$ cat src/soc_pkg.sv
package soc_pkg;

  localparam int unsigned IRQ_SOURCES = 3;

  typedef logic [31:0] wb_data_t;
  typedef logic [11:0] wb_addr_t;
  // address bits 11..8
  typedef logic [3:0] region_t;
  // address bits 4..2, word index inside a target
  typedef logic [2:0] reg_idx_t;
  typedef logic [7:0] gpio_t;
  typedef logic [63:0] mtime_t;
  // bit 0 key1, bit 1 SW0, bit 2 SW1
  typedef logic [IRQ_SOURCES-1:0] irq_vec_t;

  // address map
  localparam region_t REGION_GPIO_A = 4'd0;
  localparam region_t REGION_GPIO_B = 4'd1;
  localparam region_t REGION_BOARD = 4'd2;
  localparam region_t REGION_TIMER = 4'd3;
  localparam region_t REGION_IRQ = 4'd4;

  // register indices per target
  localparam reg_idx_t GPIO_DATA = 3'd0;
  localparam reg_idx_t GPIO_DIR = 3'd1;
  localparam reg_idx_t BOARD_SWITCHES = 3'd0;
  localparam reg_idx_t BOARD_LEDS = 3'd1;
  localparam reg_idx_t MTIME_LO = 3'd0;
  localparam reg_idx_t MTIME_HI = 3'd1;
  localparam reg_idx_t MTIMECMP_LO = 3'd2;
  localparam reg_idx_t MTIMECMP_HI = 3'd3;
  localparam reg_idx_t IRQ_PENDING = 3'd0;
  localparam reg_idx_t IRQ_ENABLE = 3'd1;

  // clocks per mtime tick
  localparam logic [31:0] TIMER_DIVIDER = 32'd4;

endpackage

$ cat src/wb_decoder.sv
module wb_decoder (
  input  logic              i_clk,
  input  logic              rst_i,
  input  logic              wb_cyc_i,
  input  logic              wb_stb_i,
  input  logic              wb_we_i,
  input  soc_pkg::wb_addr_t wb_adr_i,
  input  soc_pkg::wb_data_t wb_dat_i,
  input  soc_pkg::wb_data_t gpio_a_rd_i,
  input  soc_pkg::wb_data_t gpio_b_rd_i,
  input  soc_pkg::wb_data_t board_rd_i,
  input  soc_pkg::wb_data_t timer_rd_i,
  input  soc_pkg::wb_data_t irq_rd_i,
  output soc_pkg::wb_data_t wb_dat_o,
  output logic              wb_ack_o,
  output logic              wb_err_o,
  output logic              gpio_a_we_o,
  output logic              gpio_b_we_o,
  output logic              board_we_o,
  output logic              timer_we_o,
  output logic              irq_we_o,
  output soc_pkg::reg_idx_t reg_idx_o,
  output soc_pkg::wb_data_t wr_data_o
);

  soc_pkg::region_t  region;
  soc_pkg::wb_data_t rd_sel;
  logic              mapped;
  logic              replied;
  logic              req_new;

  assign region = wb_adr_i[11:8];
  assign reg_idx_o = wb_adr_i[4:2];
  assign wr_data_o = wb_dat_i;

  // first cycle of a request only, one answer per strobe
  assign req_new = wb_cyc_i & wb_stb_i & ~replied;

  always_comb begin
    mapped = 1'b1;
    rd_sel = '0;
    case (region)
      soc_pkg::REGION_GPIO_A: rd_sel = gpio_a_rd_i;
      soc_pkg::REGION_GPIO_B: rd_sel = gpio_b_rd_i;
      soc_pkg::REGION_BOARD:  rd_sel = board_rd_i;
      soc_pkg::REGION_TIMER:  rd_sel = timer_rd_i;
      soc_pkg::REGION_IRQ:    rd_sel = irq_rd_i;
      default:                mapped = 1'b0;
    endcase
  end

  assign gpio_a_we_o = req_new & wb_we_i & (region == soc_pkg::REGION_GPIO_A);
  assign gpio_b_we_o = req_new & wb_we_i & (region == soc_pkg::REGION_GPIO_B);
  assign board_we_o = req_new & wb_we_i & (region == soc_pkg::REGION_BOARD);
  assign timer_we_o = req_new & wb_we_i & (region == soc_pkg::REGION_TIMER);
  assign irq_we_o = req_new & wb_we_i & (region == soc_pkg::REGION_IRQ);

  always_ff @(posedge i_clk) begin
    if (rst_i) begin
      replied <= 1'b0;
      wb_ack_o <= 1'b0;
      wb_err_o <= 1'b0;
    end else begin
      // held until the master drops stb
      if (req_new) begin
        replied <= 1'b1;
      end else if (!(wb_cyc_i && wb_stb_i)) begin
        replied <= 1'b0;
      end
      wb_ack_o <= req_new & mapped;
      wb_err_o <= req_new & ~mapped;
    end
  end

  // unmapped region reads back as zero
  always_ff @(posedge i_clk) begin
    if (req_new) begin
      wb_dat_o <= rd_sel;
    end
  end

endmodule

$ cat src/gpio_port.sv
module gpio_port (
  input  logic              i_clk,
  input  logic              rst_i,
  input  logic              we_i,
  input  soc_pkg::reg_idx_t reg_idx_i,
  input  soc_pkg::wb_data_t wr_data_i,
  output soc_pkg::wb_data_t rd_data_o,
  input  soc_pkg::gpio_t    pins_i,
  output soc_pkg::gpio_t    pins_o,
  output soc_pkg::gpio_t    dir_o
);

  soc_pkg::gpio_t out_q;
  // 1 drives the pin
  soc_pkg::gpio_t dir_q;

  always_ff @(posedge i_clk) begin
    if (rst_i) begin
      out_q <= '0;
      dir_q <= '0;
    end else if (we_i) begin
      case (reg_idx_i)
        soc_pkg::GPIO_DATA: out_q <= wr_data_i[7:0];
        soc_pkg::GPIO_DIR:  dir_q <= wr_data_i[7:0];
        default: ;
      endcase
    end
  end

  // data reads the pad levels, not the output register
  always_comb begin
    case (reg_idx_i)
      soc_pkg::GPIO_DATA: rd_data_o = soc_pkg::wb_data_t'(pins_i);
      soc_pkg::GPIO_DIR:  rd_data_o = soc_pkg::wb_data_t'(dir_q);
      default:            rd_data_o = '0;
    endcase
  end

  assign pins_o = out_q;
  assign dir_o = dir_q;

endmodule

$ cat src/board_controls.sv
module board_controls (
  input  logic              i_clk,
  input  logic              rst_i,
  input  logic              we_i,
  input  soc_pkg::reg_idx_t reg_idx_i,
  input  soc_pkg::wb_data_t wr_data_i,
  output soc_pkg::wb_data_t rd_data_o,
  input  soc_pkg::irq_vec_t switches_i,
  output soc_pkg::gpio_t    leds_o,
  output soc_pkg::irq_vec_t edge_o
);

  soc_pkg::irq_vec_t sync_meta;
  soc_pkg::irq_vec_t sync_q;
  soc_pkg::irq_vec_t sync_d;
  soc_pkg::gpio_t    leds_q;

  // two-flop synchronizer plus one delayed copy for edges
  always_ff @(posedge i_clk) begin
    if (rst_i) begin
      sync_meta <= '0;
      sync_q <= '0;
      sync_d <= '0;
    end else begin
      sync_meta <= switches_i;
      sync_q <= sync_meta;
      sync_d <= sync_q;
    end
  end

  // one cycle pulse per rising edge
  assign edge_o = sync_q & ~sync_d;

  always_ff @(posedge i_clk) begin
    if (rst_i) begin
      leds_q <= '0;
    end else if (we_i && reg_idx_i == soc_pkg::BOARD_LEDS) begin
      leds_q <= wr_data_i[7:0];
    end
  end

  always_comb begin
    case (reg_idx_i)
      soc_pkg::BOARD_SWITCHES: rd_data_o = soc_pkg::wb_data_t'(sync_q);
      soc_pkg::BOARD_LEDS:     rd_data_o = soc_pkg::wb_data_t'(leds_q);
      default:                 rd_data_o = '0;
    endcase
  end

  assign leds_o = leds_q;

endmodule

$ cat src/machine_timer.sv
module machine_timer (
  input  logic              i_clk,
  input  logic              rst_i,
  input  logic              we_i,
  input  soc_pkg::reg_idx_t reg_idx_i,
  input  soc_pkg::wb_data_t wr_data_i,
  output soc_pkg::wb_data_t rd_data_o,
  output logic              irq_o
);

  logic [31:0]      presc;
  logic             tick;
  soc_pkg::mtime_t  mtime;
  soc_pkg::mtime_t  mtimecmp;

  assign tick = (presc == soc_pkg::TIMER_DIVIDER - 32'd1);

  always_ff @(posedge i_clk) begin
    if (rst_i) begin
      presc <= '0;
    end else if (tick) begin
      presc <= '0;
    end else begin
      presc <= presc + 32'd1;
    end
  end

  // software write to a half wins over the tick
  always_ff @(posedge i_clk) begin
    if (rst_i) begin
      mtime <= '0;
    end else if (we_i && reg_idx_i == soc_pkg::MTIME_LO) begin
      mtime[31:0] <= wr_data_i;
    end else if (we_i && reg_idx_i == soc_pkg::MTIME_HI) begin
      mtime[63:32] <= wr_data_i;
    end else if (tick) begin
      mtime <= mtime + 64'd1;
    end
  end

  // all ones keeps the interrupt off until software arms it
  always_ff @(posedge i_clk) begin
    if (rst_i) begin
      mtimecmp <= '1;
    end else if (we_i) begin
      case (reg_idx_i)
        soc_pkg::MTIMECMP_LO: mtimecmp[31:0] <= wr_data_i;
        soc_pkg::MTIMECMP_HI: mtimecmp[63:32] <= wr_data_i;
        default: ;
      endcase
    end
  end

  always_ff @(posedge i_clk) begin
    if (rst_i) begin
      irq_o <= 1'b0;
    end else begin
      irq_o <= (mtime >= mtimecmp);
    end
  end

  always_comb begin
    case (reg_idx_i)
      soc_pkg::MTIME_LO:    rd_data_o = mtime[31:0];
      soc_pkg::MTIME_HI:    rd_data_o = mtime[63:32];
      soc_pkg::MTIMECMP_LO: rd_data_o = mtimecmp[31:0];
      soc_pkg::MTIMECMP_HI: rd_data_o = mtimecmp[63:32];
      default:              rd_data_o = '0;
    endcase
  end

endmodule

$ cat src/irq_ctrl.sv
module irq_ctrl (
  input  logic              i_clk,
  input  logic              rst_i,
  input  logic              we_i,
  input  soc_pkg::reg_idx_t reg_idx_i,
  input  soc_pkg::wb_data_t wr_data_i,
  output soc_pkg::wb_data_t rd_data_o,
  input  soc_pkg::irq_vec_t sources_i,
  output logic              irq_o
);

  soc_pkg::irq_vec_t pending;
  soc_pkg::irq_vec_t enable;
  soc_pkg::irq_vec_t wr_bits;

  assign wr_bits = wr_data_i[soc_pkg::IRQ_SOURCES-1:0];

  // write one to clear; a pulse in the same cycle sets it again
  always_ff @(posedge i_clk) begin
    if (rst_i) begin
      pending <= '0;
    end else if (we_i && reg_idx_i == soc_pkg::IRQ_PENDING) begin
      pending <= (pending & ~wr_bits) | sources_i;
    end else begin
      pending <= pending | sources_i;
    end
  end

  always_ff @(posedge i_clk) begin
    if (rst_i) begin
      enable <= '0;
    end else if (we_i && reg_idx_i == soc_pkg::IRQ_ENABLE) begin
      enable <= wr_bits;
    end
  end

  always_ff @(posedge i_clk) begin
    if (rst_i) begin
      irq_o <= 1'b0;
    end else begin
      irq_o <= |(pending & enable);
    end
  end

  always_comb begin
    case (reg_idx_i)
      soc_pkg::IRQ_PENDING: rd_data_o = soc_pkg::wb_data_t'(pending);
      soc_pkg::IRQ_ENABLE:  rd_data_o = soc_pkg::wb_data_t'(enable);
      default:              rd_data_o = '0;
    endcase
  end

endmodule

$ cat src/deca_periph_top.sv
module deca_periph_top (
  input  logic              i_clk,
  input  logic              rst_i,
  input  logic              wb_cyc_i,
  input  logic              wb_stb_i,
  input  logic              wb_we_i,
  input  soc_pkg::wb_addr_t wb_adr_i,
  input  soc_pkg::wb_data_t wb_dat_i,
  output soc_pkg::wb_data_t wb_dat_o,
  output logic              wb_ack_o,
  output logic              wb_err_o,
  input  soc_pkg::gpio_t    gpio_a_i,
  output soc_pkg::gpio_t    gpio_a_o,
  output soc_pkg::gpio_t    gpio_a_oe_o,
  input  soc_pkg::gpio_t    gpio_b_i,
  output soc_pkg::gpio_t    gpio_b_o,
  output soc_pkg::gpio_t    gpio_b_oe_o,
  input  soc_pkg::irq_vec_t switches_i,
  output soc_pkg::gpio_t    leds_o,
  output logic              timer_irq_o,
  output logic              ext_irq_o
);

  soc_pkg::wb_data_t gpio_a_rd;
  soc_pkg::wb_data_t gpio_b_rd;
  soc_pkg::wb_data_t board_rd;
  soc_pkg::wb_data_t timer_rd;
  soc_pkg::wb_data_t irq_rd;
  soc_pkg::wb_data_t wr_data;
  soc_pkg::reg_idx_t reg_idx;
  soc_pkg::irq_vec_t sw_edge;
  logic              gpio_a_we;
  logic              gpio_b_we;
  logic              board_we;
  logic              timer_we;
  logic              irq_we;

  wb_decoder decoder (
    .i_clk(i_clk), .rst_i(rst_i),
    .wb_cyc_i(wb_cyc_i), .wb_stb_i(wb_stb_i), .wb_we_i(wb_we_i),
    .wb_adr_i(wb_adr_i), .wb_dat_i(wb_dat_i),
    .gpio_a_rd_i(gpio_a_rd), .gpio_b_rd_i(gpio_b_rd), .board_rd_i(board_rd),
    .timer_rd_i(timer_rd), .irq_rd_i(irq_rd),
    .wb_dat_o(wb_dat_o), .wb_ack_o(wb_ack_o), .wb_err_o(wb_err_o),
    .gpio_a_we_o(gpio_a_we), .gpio_b_we_o(gpio_b_we), .board_we_o(board_we),
    .timer_we_o(timer_we), .irq_we_o(irq_we),
    .reg_idx_o(reg_idx), .wr_data_o(wr_data)
  );

  gpio_port gpio_a (
    .i_clk(i_clk), .rst_i(rst_i), .we_i(gpio_a_we), .reg_idx_i(reg_idx),
    .wr_data_i(wr_data), .rd_data_o(gpio_a_rd),
    .pins_i(gpio_a_i), .pins_o(gpio_a_o), .dir_o(gpio_a_oe_o)
  );

  gpio_port gpio_b (
    .i_clk(i_clk), .rst_i(rst_i), .we_i(gpio_b_we), .reg_idx_i(reg_idx),
    .wr_data_i(wr_data), .rd_data_o(gpio_b_rd),
    .pins_i(gpio_b_i), .pins_o(gpio_b_o), .dir_o(gpio_b_oe_o)
  );

  // key1, SW0, SW1 and the LEDs
  board_controls board (
    .i_clk(i_clk), .rst_i(rst_i), .we_i(board_we), .reg_idx_i(reg_idx),
    .wr_data_i(wr_data), .rd_data_o(board_rd),
    .switches_i(switches_i), .leds_o(leds_o), .edge_o(sw_edge)
  );

  machine_timer timer (
    .i_clk(i_clk), .rst_i(rst_i), .we_i(timer_we), .reg_idx_i(reg_idx),
    .wr_data_i(wr_data), .rd_data_o(timer_rd), .irq_o(timer_irq_o)
  );

  irq_ctrl ictrl (
    .i_clk(i_clk), .rst_i(rst_i), .we_i(irq_we), .reg_idx_i(reg_idx),
    .wr_data_i(wr_data), .rd_data_o(irq_rd),
    .sources_i(sw_edge), .irq_o(ext_irq_o)
  );

endmodule

$ cat config.mk
export PLATFORM = sky130hd
export DESIGN_NAME = deca_periph_top
export DESIGN_NICKNAME = d
export VERILOG_FILES = /design/src/soc_pkg.sv /design/src/wb_decoder.sv /design/src/gpio_port.sv /design/src/board_controls.sv /design/src/machine_timer.sv /design/src/irq_ctrl.sv /design/src/deca_periph_top.sv
export SDC_FILE = /design/constraint.sdc
export NUM_CORES = 1
export LEC_CHECK = 0
export BUFFER_PORTS_ARGS = -buffer_cell sky130_fd_sc_hd__buf_2
export CORE_AREA = 2 2 237 239
export CTS_CLUSTER_DIAMETER = 80
export DETAILED_ROUTE_END_ITERATION = 8
export DIE_AREA = 0 0 239 241
export PLACE_DENSITY = 0.45
export SLEW_MARGIN = 25
export SYNTH_ARGS = -nofsm -noshare
export SYNTH_HDL_FRONTEND = slang
export SYNTH_HIERARCHICAL = 1
export SYNTH_SLANG_ARGS = --single-unit
$ cat constraint.sdc
create_clock -name i_clk -period 9.22 [get_ports i_clk]
set_input_delay 1.844 -clock i_clk [delete_from_list [all_inputs] [get_ports i_clk]]
set_output_delay 1.844 -clock i_clk [all_outputs]
set_load 0.05 [all_outputs]
Word-level counts from Yosys, hierarchy flattened
Index checks and enable logic that the tools add are counted.
Operators by class
  shift operators: 0
  reduce and logical (&&, ||, !) cells: 21
  muxes and demuxes: 14
  add/sub/neg operators: 2
  div/mod/pow operators: 0
  equal/unequal tests: 10
  multipliers: 0
  bitwise operators: 20
  order comparisons: 1
Operator list (count)
  $pmux 32 s5: 1
  $pmux 32 s4: 1
  $mux 32: 3
  $add 64x1->64 const B: 1
  $ge 64x64->1: 1
  $mux 64: 1
  $pmux 8 s2: 3
  $add 32x1->32 const B: 1
  $eq 32x2->1 const B: 1
  $reduce_and 2->1: 8
  $and 1x1->1: 10
  $and 3x3->3: 3
  $eq 4x2->1 const B: 2
  $eq 3x2->1 const B: 2
  $logic_and 1x1->1: 6
  $not 3->3: 2
  $or 3x3->3: 2
  $pmux 3 s2: 1
  $reduce_or 5->1: 1
  $eq 4x1->1 const B: 1
  $eq 4x3->1 const B: 1
  $logic_not 4->1: 1
  $ne 2x1->1 const B: 2
  $reduce_bool 2->1: 2
  other kinds (7): 11
Storage, ports and cells
  flip-flop bits (word level): 252
  output and inout bits: 76
  logic and storage cells: 89
  RAM bits: 0
  memories: 0
  bits of input ports: 68
  latch bits: 0
  memory bits (read-only): 0

Depth between registers and ports, before layout
Gate-level depths: netlist of the first run.
  word-level depth: 7
  gate-level depth with buffers: 13
  gate-level depth less buffers: 10

Hierarchy
The synthesis of the first run kept the hierarchy.
Modules (own cells, without submodules)
  machine_timer: seq. area each 3223.1 um^2, cells an instance 1334, area an instance 10289.9 um^2, instances 1
  wb_decoder: seq. area each 1021.0 um^2, cells an instance 241, area an instance 2570.0 um^2, instances 1
  gpio_port: seq. area each 320.3 um^2, cells an instance 108, area an instance 1002.2 um^2, instances 2
  board_controls: seq. area each 340.3 um^2, cells an instance 95, area an instance 908.4 um^2, instances 1
  irq_ctrl: seq. area each 140.1 um^2, cells an instance 67, area an instance 583.1 um^2, instances 1

Worst setup path after synthesis of the first run
No wires, ideal clock.
  kind: input port to flip-flop
  start point: input wb_cyc_i
  end point: register timer.mtime[47]
  library setup time: 0.132 ns
  path slack: 4.558 ns
  path buffers: 4
  required time: 9.088 ns
  cell stages on the path: 13
  arrival: 4.530 ns
  path through: nand2_1 or2_2 inv_1 nand2_1 nor3_1 clkbuf_1 and2_1 clkbuf_1 buf_2 clkbuf_1 a21oi_1 o21ai_0 a21oi_1
Between the ends
  word-level cells in the longest chain between the ends: 7
  elaborated cells on any way between the ends: 10
  classes of those cells: mux (1); bitwise (5); reduce/logical (4)
Ends and longest elaborated chain
  start: declaration: line deca_periph_top.sv:4  | input logic wb_cyc_i,
  $and 1x1->1 (*) (2 in a row): line wb_decoder.sv:37  | assign req_new = wb_cyc_i & wb_stb_i & ~replied;
  via decoder.req_new: line wb_decoder.sv:30  | logic req_new;
  $and 1x1->1 (*) (2 in a row): line wb_decoder.sv:55  | assign timer_we_o = req_new & wb_we_i & (region == soc_pkg::REGION_TIMER);
  via timer_we: line deca_periph_top.sv:35  | logic timer_we;
  $logic_and 1x1->1 (on tied branches): line machine_timer.sv:34, machine_timer.sv:32
  $reduce_bool 2->1 (no source line) or $not 1->1 (tied branches)
  $reduce_and 2->1 (no source line)
  end signal: assignment: line machine_timer.sv:35  | mtime[63:32] <= wr_data_i;
  end signal: assignment: line machine_timer.sv:37  | mtime <= mtime + 64'd1;
  end: declaration: line machine_timer.sv:13  | soc_pkg::mtime_t mtime;
Mark *: on every way through the listed nets, which the timed path passes. The rest lies on a longest branch.
A chain may end at the register's enable or synchronous reset.

Worst setup path after layout of the first run
  start point: input wb_cyc_i
  end point: register timer.mtime[37]
Same word-level chain as after synthesis.

==> results of run 1 <==
-- power by group through the flow --
stage	registers (uW)	clock network, uW	logic (uW)
2_1_floorplan	1170	0	166
3_3_place_gp	1160	0	224
3_5_place_dp	1160	0	226
4_1_cts	1130	1390	227
5_1_grt	1130	1430	247
6_report	1130	1350	227
-- final cells by class --
cell class	count	share of cell area (%)
clock buffer	45	5.39
inverter	77	1.60
clock inverter	15	0.851
multi-input combinational	1463	52.6
antenna	1	0.0138
timing repair buffer	166	5.00
sequential	252	29.7
tap	704	4.87
-- state kept, by name, summed over array words and instances, names as in the netlist, 3 cells and up --
name	flops
ictrl/enable	3
board/sync_d	3
gpio_b/pins_o	8
timer/mtime	64
board/sync_meta	3
gpio_a/dir_o	8
board/leds_o	8
gpio_a/pins_o	8
gpio_b/dir_o	8
decoder/wb_dat_o	32
timer/mtimecmp	64
timer/presc	32
ictrl/pending	3
board/sync_q	3
-- synthesized netlist by cell type (all sizes together), types with 7 or more instances --
master / instances
a21o: 19
xnor2: 9
or3: 17
clkbuf: 90
inv: 77
nand2: 225
xor2: 21
nor4b: 8
nor2b: 19
o211ai: 71
or4: 8
and3: 37
dfxtp: 220
a21oi: 77
nand2b: 73
and2: 9
nor3: 33
o31ai: 8
a211oi: 9
nand4: 49
mux2: 11
o21ai: 61
a31oi: 28
nor4: 25
mux2i: 105
edfxtp: 32
buf: 167
ha: 66
or2: 8
a22oi: 93
nand3: 46
o221ai: 21
a221o: 11
and4: 7
nor2: 128
-- metal layers --
layer,routed length (um),up-vias,global-route usage (%)
li1,-,6951,-
met1,26700,6805,26.7
met2,24400,411,30.2
met3,3320,83,3.48
met4,1620,2,6.74
met5,7,-,0
-- worst paths after layout --
check                                       end
worst max-delay path            timer/mtime[37]
worst min-delay path            board/sync_q[1]
worst max register to register      timer/irq_o
worst min register to register  board/sync_q[1]
-- through the flow --
stage          instance area [sq um]  worst slack (ps)  total power (uW)  hold slack, ps
4_1_cts                        18100              4660              2750             448
3_5_place_dp                   16900              4090              1380             430
5_1_grt                        18100              4380              2810             458
2_1_floorplan                  16700              4560              1340             414
6_report                       18100              4600              2710             444
3_3_place_gp                   16900              4100              1380             435
-- critical path, cell delays in order --
cell     delay, ps
buf_2           70
nand2_1         60
or2_2          300
inv_1           60
buf_4          410
nand2_1        170
nor3_1         180
buf_4          210
nand2_2        480
o21ai_2        480
buf_4          390
nor2_1         100
a32o_1         240
-- kinds of logic (layout without fill, tap and decap cells) --
logic type      Yosys count  in the layout
other cells               4            102
xor+xnor                 30             30
flops                   252            252
simple gates            718            718
mux                     116            116
compound gates          432            432
fa+ha+maj                66             66
buf+inv                 335            303
==> qor.csv, run 1 <==
stage,metric,value,unit
run_status,status,completed,
run,max_cap_violations,0,
die,core_area,0.0549,sq mm
clock_network,clock-sinks,252,
critical_path,rr_startpoint,timer/mtime[38],
drt,vias_per_cell,5.23,
critical_path,regToRegSetupSlack,5390,ps
die,num_rows,86,
sta,slew_violations,0,
critical_path,required,9650,ps
min_path,worstHoldPathCells,1,
min_path,hold_class,reg2reg,
critical_path,startpoint,wb_cyc_i,
clock_network,clk_latency,550,ps
drt,dr.pass1.iters,5,
die,die_x,239,um
cells_and_area,mostFrequentLayoutCells,"nand2_1, dfxtp_1, buf_2, nor2_1, mux2i_1",
global_routing,grt_start_max_net_pins,91,
critical_path,cp-start-kind,primary input,
cells_and_area,drive_gt1_share,14.5,%
critical_path,setup.worst_path.class,in2reg,
clock_network,cts_made_buffers,34,
synth,synth-adder-area-share,5.05,%
pwr,p_leak,0.00765,uW
drt,drc,0,
cells_and_area,final_common_cell,nand2_1,
cells_and_area,num-fill-cells,5749,
synth,ys_top_cells_by_area,"dfxtp_1, mux2i_1, buf_4, edfxtp_1, nand2_1",
synth,synth_top_family_by_area,simple AND/OR/NAND/NOR gates,
drt,detail_route.wl_per_cell,20.6,um
clock_network,clockRootBuffer,clkbuf_16,
synth,synthCells,1953,
synth,synth_mux_area_share,7.18,%
synth,synth-xor-area-share,1.61,%
min_path,min-delay-start,board/sync_meta[1],
synth,synth-edff-count,32,
sta,finalSetupTns,0,ps
drt,via_count,14300,
clock_network,cts_tree,built,
global_routing,grt_usage,19.3,%
sta,hold_violations,0,
pwr,clkPwrFrac,49.9,%
clock_network,post_cts_buffers,0,
cells_and_area,multiInputGateArea,0.00951,sq mm
clock_network,ctsHtreeMaxLevel,2,
synth,synth_top_area_share,26.9,%
sta,post-route-min-period,4620,ps
synth,ys.flop_type,dfxtp_1,
cells_and_area,post-route-util,32.9,%
pwr,switching_share,26.3,%
sta,worstMarginPinSlew,995,ps
pwr,sequentialPowerShare,41.8,%
cells_and_area,register_area,0.00537,sq mm
clock_network,postCtsHoldBufs,0,
synth,synthSimpleGateAreaFrac,23.5,%
clock_network,path_clk_slew,60,ps
synth,synth_top_cell_by_area,dfxtp_1,
sta,finalCritPeriodShare,50.1,%
sta,skew,18.7,ps
pwr,pwr-share-comb,8.4,%
cells_and_area,area_growth,10.5,%
sta,fmax,217,MHz
placement,globalplace.congestion,0.872,
synth,avgSynthCellArea,8.37,sq um
synth,synthesis.area,0.0164,sq mm
clock_network,cts_resized,0,
synth,yosysUniqueCellTypes,91,
placement,dp_hpwl,39700,um
global_routing,grt_overflow,0,
die,num_io_pins,144,
pwr,peakVddDrop,0.0000941,V
die,initial_utilization,29.8,%
clock_network,cts_buffer_depth,3,
sta,rsz0062_at_grt,no,
synth,seq_area_frac_synth,32.8,%
die,die_height,241,um
pwr,p_sw,714,uW
pwr,p_per_area,150,mW/mm^2
global_routing,grt_antenna_before_repair,3,
synth,synth_seq_cells,252,
placement,portBuffers,138,
global_routing,grt_pass1_vias,13600,
pwr,p_int,2000,uW
global_routing,grt_pass1_wl,85200,um
cells_and_area,final_nets,2128,
cells_and_area,finalNonFillerCells,2723,
drt,drtAntennaViolNets,0,
synth,synth_compound_area_share,18.1,%
sta,slew_headroom,33.0,%
drt,wl,56100,um
critical_path,critPathCaptureType,register,
synth,yosys_warnings,6,
critical_path,worstPathArrival,5050,ps
critical_path,crit_path_max_fanout,36,
placement,dp.cells,2662,
drt,drt_iter0_markers,1314,
critical_path,r2r_cells,7,
sta,setup_viol,0,
die,die-area,0.0576,sq mm
synth,async_flop_share,0,%
Power figures use the tool's default switching activity.
==> run 2: changes to the inputs <==
Settings changed: ABC_AREA from default to 1, CORE_AREA 2 2 237 239 to 2 2 249 251, DIE_AREA 0 0 239 241 to 0 0 251 253, PLACE_DENSITY 0.45 to 0.44.
Clock period 9.22 ns to 4.7 ns, I/O delays scaled along.
==> qor.csv, run 2 <==
stage,metric,value,unit,change
run_status,status,completed,,
pwr,pwr-share-comb,9.3,%,+0.9 points
cells_and_area,top_regs,"timer/mtime (64), timer/mtimecmp (64)",,
synth,synth.top_cells.by_count,"nand2_1, inv_1, nor2_1, dfxtp_1, nand3_1",,
synth,synthSimpleGateAreaFrac,34.5,%,+11 points
cells_and_area,diodes,0,,-1
critical_path,critPathCaptureType,register,,
critical_path,crit_path_max_fanout,29,,-19%
synth,synth_top_area_share,24.3,%,-2.6 points
synth,avgSynthCellArea,6.46,sq um,-23%
global_routing,grt_antenna_before_repair,3,,unchanged
placement,dp_hpwl,47700,um,+20%
critical_path,cpPeakStageDelay,350,ps,-130 ps
global_routing,grt_overflow,0,,unchanged
cells_and_area,final_nets,2995,,+41%
synth,synthesis.area,0.0181,sq mm,+11%
drt,drc,0,,unchanged
pwr,p_per_area,283,mW/mm^2,+88%
sta,whs,403,ps,-41.6 ps
clock_network,cts_resized,0,,unchanged
die,die_height,253,um,+5.0%
sta,hold_violations,0,,unchanged
sta,post-route-min-period,3000,ps,
synth,synth_compound_area_share,12.0,%,-6.1 points
clock_network,cts_tree,built,,
synth,seq_area_frac_synth,29.6,%,-3.2 points
drt,dr.pass1.iters,5,,unchanged
critical_path,crit_buf_inv,4,,-1
pwr,switching_share,27.5,%,+1.2 points
synth,yosysUniqueCellTypes,52,,-43%
die,num_rows,91,,+5.8%
synth,synth-adder-area-share,4.56,%,-0.49 points
sta,setup_viol,0,,unchanged
sta,rsz0062_at_grt,no,,
drt,wl,63800,um,+14%
drt,vias_per_cell,4.75,,-9.3%
cells_and_area,area_growth,10.8,%,
critical_path,path_cells,buf_2 -> nand2_1 -> inv_2 -> nand2_2 -> nor2_1 -> inv_1 -> nor2_4 -> buf_4 -> nor2_2 -> nor2_8 -> nand3b_1 -> nand2_1 -> nor2_1,,
critical_path,regToRegSetupSlack,2090,ps,-3300 ps
min_path,hold_class,reg2reg,,
pwr,sequentialPowerShare,39.9,%,-1.9 points
synth,synthCells,2805,,+44%
cells_and_area,final_common_cell,nand2_1,,
cells_and_area,mostFrequentLayoutCells,"nand2_1, inv_1, nor2_1, dfxtp_1, nand3_1",,
pwr,power,5670,uW,+110%
synth,synth_top_cell_by_area,dfxtp_1,,
synth,synth-xor-area-share,1.60,%,-0.011 points
global_routing,grt_usage,19.9,%,+0.52 points
drt,detail_route.wl_per_cell,17.4,um,-16%
drt,via_count,17500,,+23%
cells_and_area,stdcell_area,0.0201,sq mm,+11%
pwr,clkPwrFrac,50.7,%,+0.8 points
synth,yosys_warnings,6,,unchanged
clock_network,clk_latency,580,ps,+30 ps
critical_path,cp-start-kind,primary input,,
synth,async_flop_share,0,%,unchanged
synth,ys.flop_type,dfxtp_1,,
clock_network,clockRootBuffer,clkbuf_16,,
clock_network,post_cts_buffers,0,,unchanged
clock_network,postCtsHoldBufs,0,,unchanged
global_routing,grt_pass1_vias,16500,,+21%
critical_path,worstPathArrival,3430,ps,-1620 ps
placement,globalplace.congestion,0.941,,+7.9%
placement,place_area,0.0188,sq mm,+11%
synth,synth_top_family_by_area,simple AND/OR/NAND/NOR gates,,
die,core_area,0.0610,sq mm,+11%
sta,fmax,333,MHz,
sta,slew_violations,0,,unchanged
sta,finalCritPeriodShare,63.8,%,
run,max_cap_violations,0,,unchanged
sta,skew,35.8,ps,+17.1 ps
critical_path,crit_path_top_delay_cell,nor2_8,,
global_routing,grt_pass1_wl,97600,um,+15%
critical_path,required,5130,ps,-4520 ps
pwr,p_leak,0.00927,uW,+21%
synth,synth.most_common_cell,nand2_1,,
sta,finalSetupTns,0,ps,unchanged
placement,portBuffers,138,,unchanged
clock_network,path_clk_slew,50,ps,about the same
pwr,p_int,4110,uW,+110%
die,initial_utilization,29.7,%,-0.11 points
synth,synth_seq_cells,252,,unchanged
clock_network,ctsHtreeMaxLevel,2,,unchanged
pwr,peakVddDrop,0.000190,V,+100%
clock_network,clock-sinks,252,,unchanged
synth,ys_top_cells_by_area,"dfxtp_1, nand2_1, inv_1, nor2_1, buf_4",,
clock_network,cts_made_buffers,38,,+12%
critical_path,crit_family,simple AND/OR/NAND/NOR gates,,
pwr,p_sw,1560,uW,+120%
die,die-area,0.0635,sq mm,+10%
drt,drtAntennaViolNets,0,,unchanged
drt,drt_iter0_markers,1154,,-12%
clock_network,cts_buffer_depth,3,,unchanged
die,die_x,251,um,+5.0%
global_routing,grt_start_max_net_pins,65,,-29%
synth,synth-edff-count,32,,unchanged
cells_and_area,drive_gt1_share,10.1,%,-4.4 points
die,num_io_pins,144,,unchanged
sta,worstMarginPinSlew,787,ps,-208 ps
sta,slew_headroom,47.0,%,+14 points
critical_path,setup.worst_path.class,in2reg,,
synth,synth_mux_area_share,0.442,%,-6.7 points
## run 2: layout make-up
class | instances | area, sq um
clock buffer | 55 | 1110
clock inverter | 12 | 144
fill | 6685 | 41000
inverter | 408 | 1530
multi-input combinational | 1997 | 10000
sequential | 252 | 5370
tap | 790 | 988
timing repair buffer | 164 | 901
## run 2: cell families (layout without fill, tap and decap cells)
family	count (synthesis)	count (layout)
and+or+nand+nor	1422	1422
xor gates and xnor gates	33	33
adders and majority gates	66	66
muxes	8	8
AOI/OAI and AO/OA	367	367
buffers and inverters	653	639
other	4	101
DFF	252	252
## run 2: path summary, 6_finish.rpt
| path | start | endpoint | depth (start not counted) |
|---|---|---|---|
| max reg2reg | timer/mtime[0] | timer/mtime[58] | 12 |
| min reg2reg | board/sync_meta[1] | board/sync_q[1] | 2 |
| min | board/sync_meta[1] | board/sync_q[1] | 2 |
| max | wb_adr_i[8] | timer/mtime[32] | 13 |
## run 2: worst min-delay path, cell delays in order (launching register included)
cell and delay [ps]:
dfxtp_1 290, inv_1 40, nor2_1 30
## run 2: power by group through the flow
| stage | registers [uW] | logic [uW] | clock network (uW) |
|---|---|---|---|
| floorplan | 2340 | 396 | 0 |
| global placement | 2310 | 520 | 0 |
| detailed placement | 2310 | 525 | 0 |
| CTS | 2260 | 527 | 2970 |
| global route | 2270 | 583 | 3050 |
| finish | 2270 | 529 | 2880 |
## run 2: per-layer routing
layer | track usage, % | wire [um]
met3 | 3.00 | 3380
met5 | 0 | 9
met1 | 27.6 | 30700
met2 | 32.0 | 28400
met4 | 5.24 | 1300
## run 2: metrics by stage
| step | setup WS [ps] | util (%) | instances |
|---|---|---|---|
| 2_1_floorplan | 720 | - | 2902 |
| 5_1_grt | 1490 | 32.9 | 3678 |
| 3_3_place_gp | 1150 | 30.8 | 3611 |
| 3_5_place_dp | 1130 | 30.8 | 3611 |
| 4_1_cts | 1710 | 32.9 | 3678 |
| 6_report | 1700 | 32.9 | 3678 |
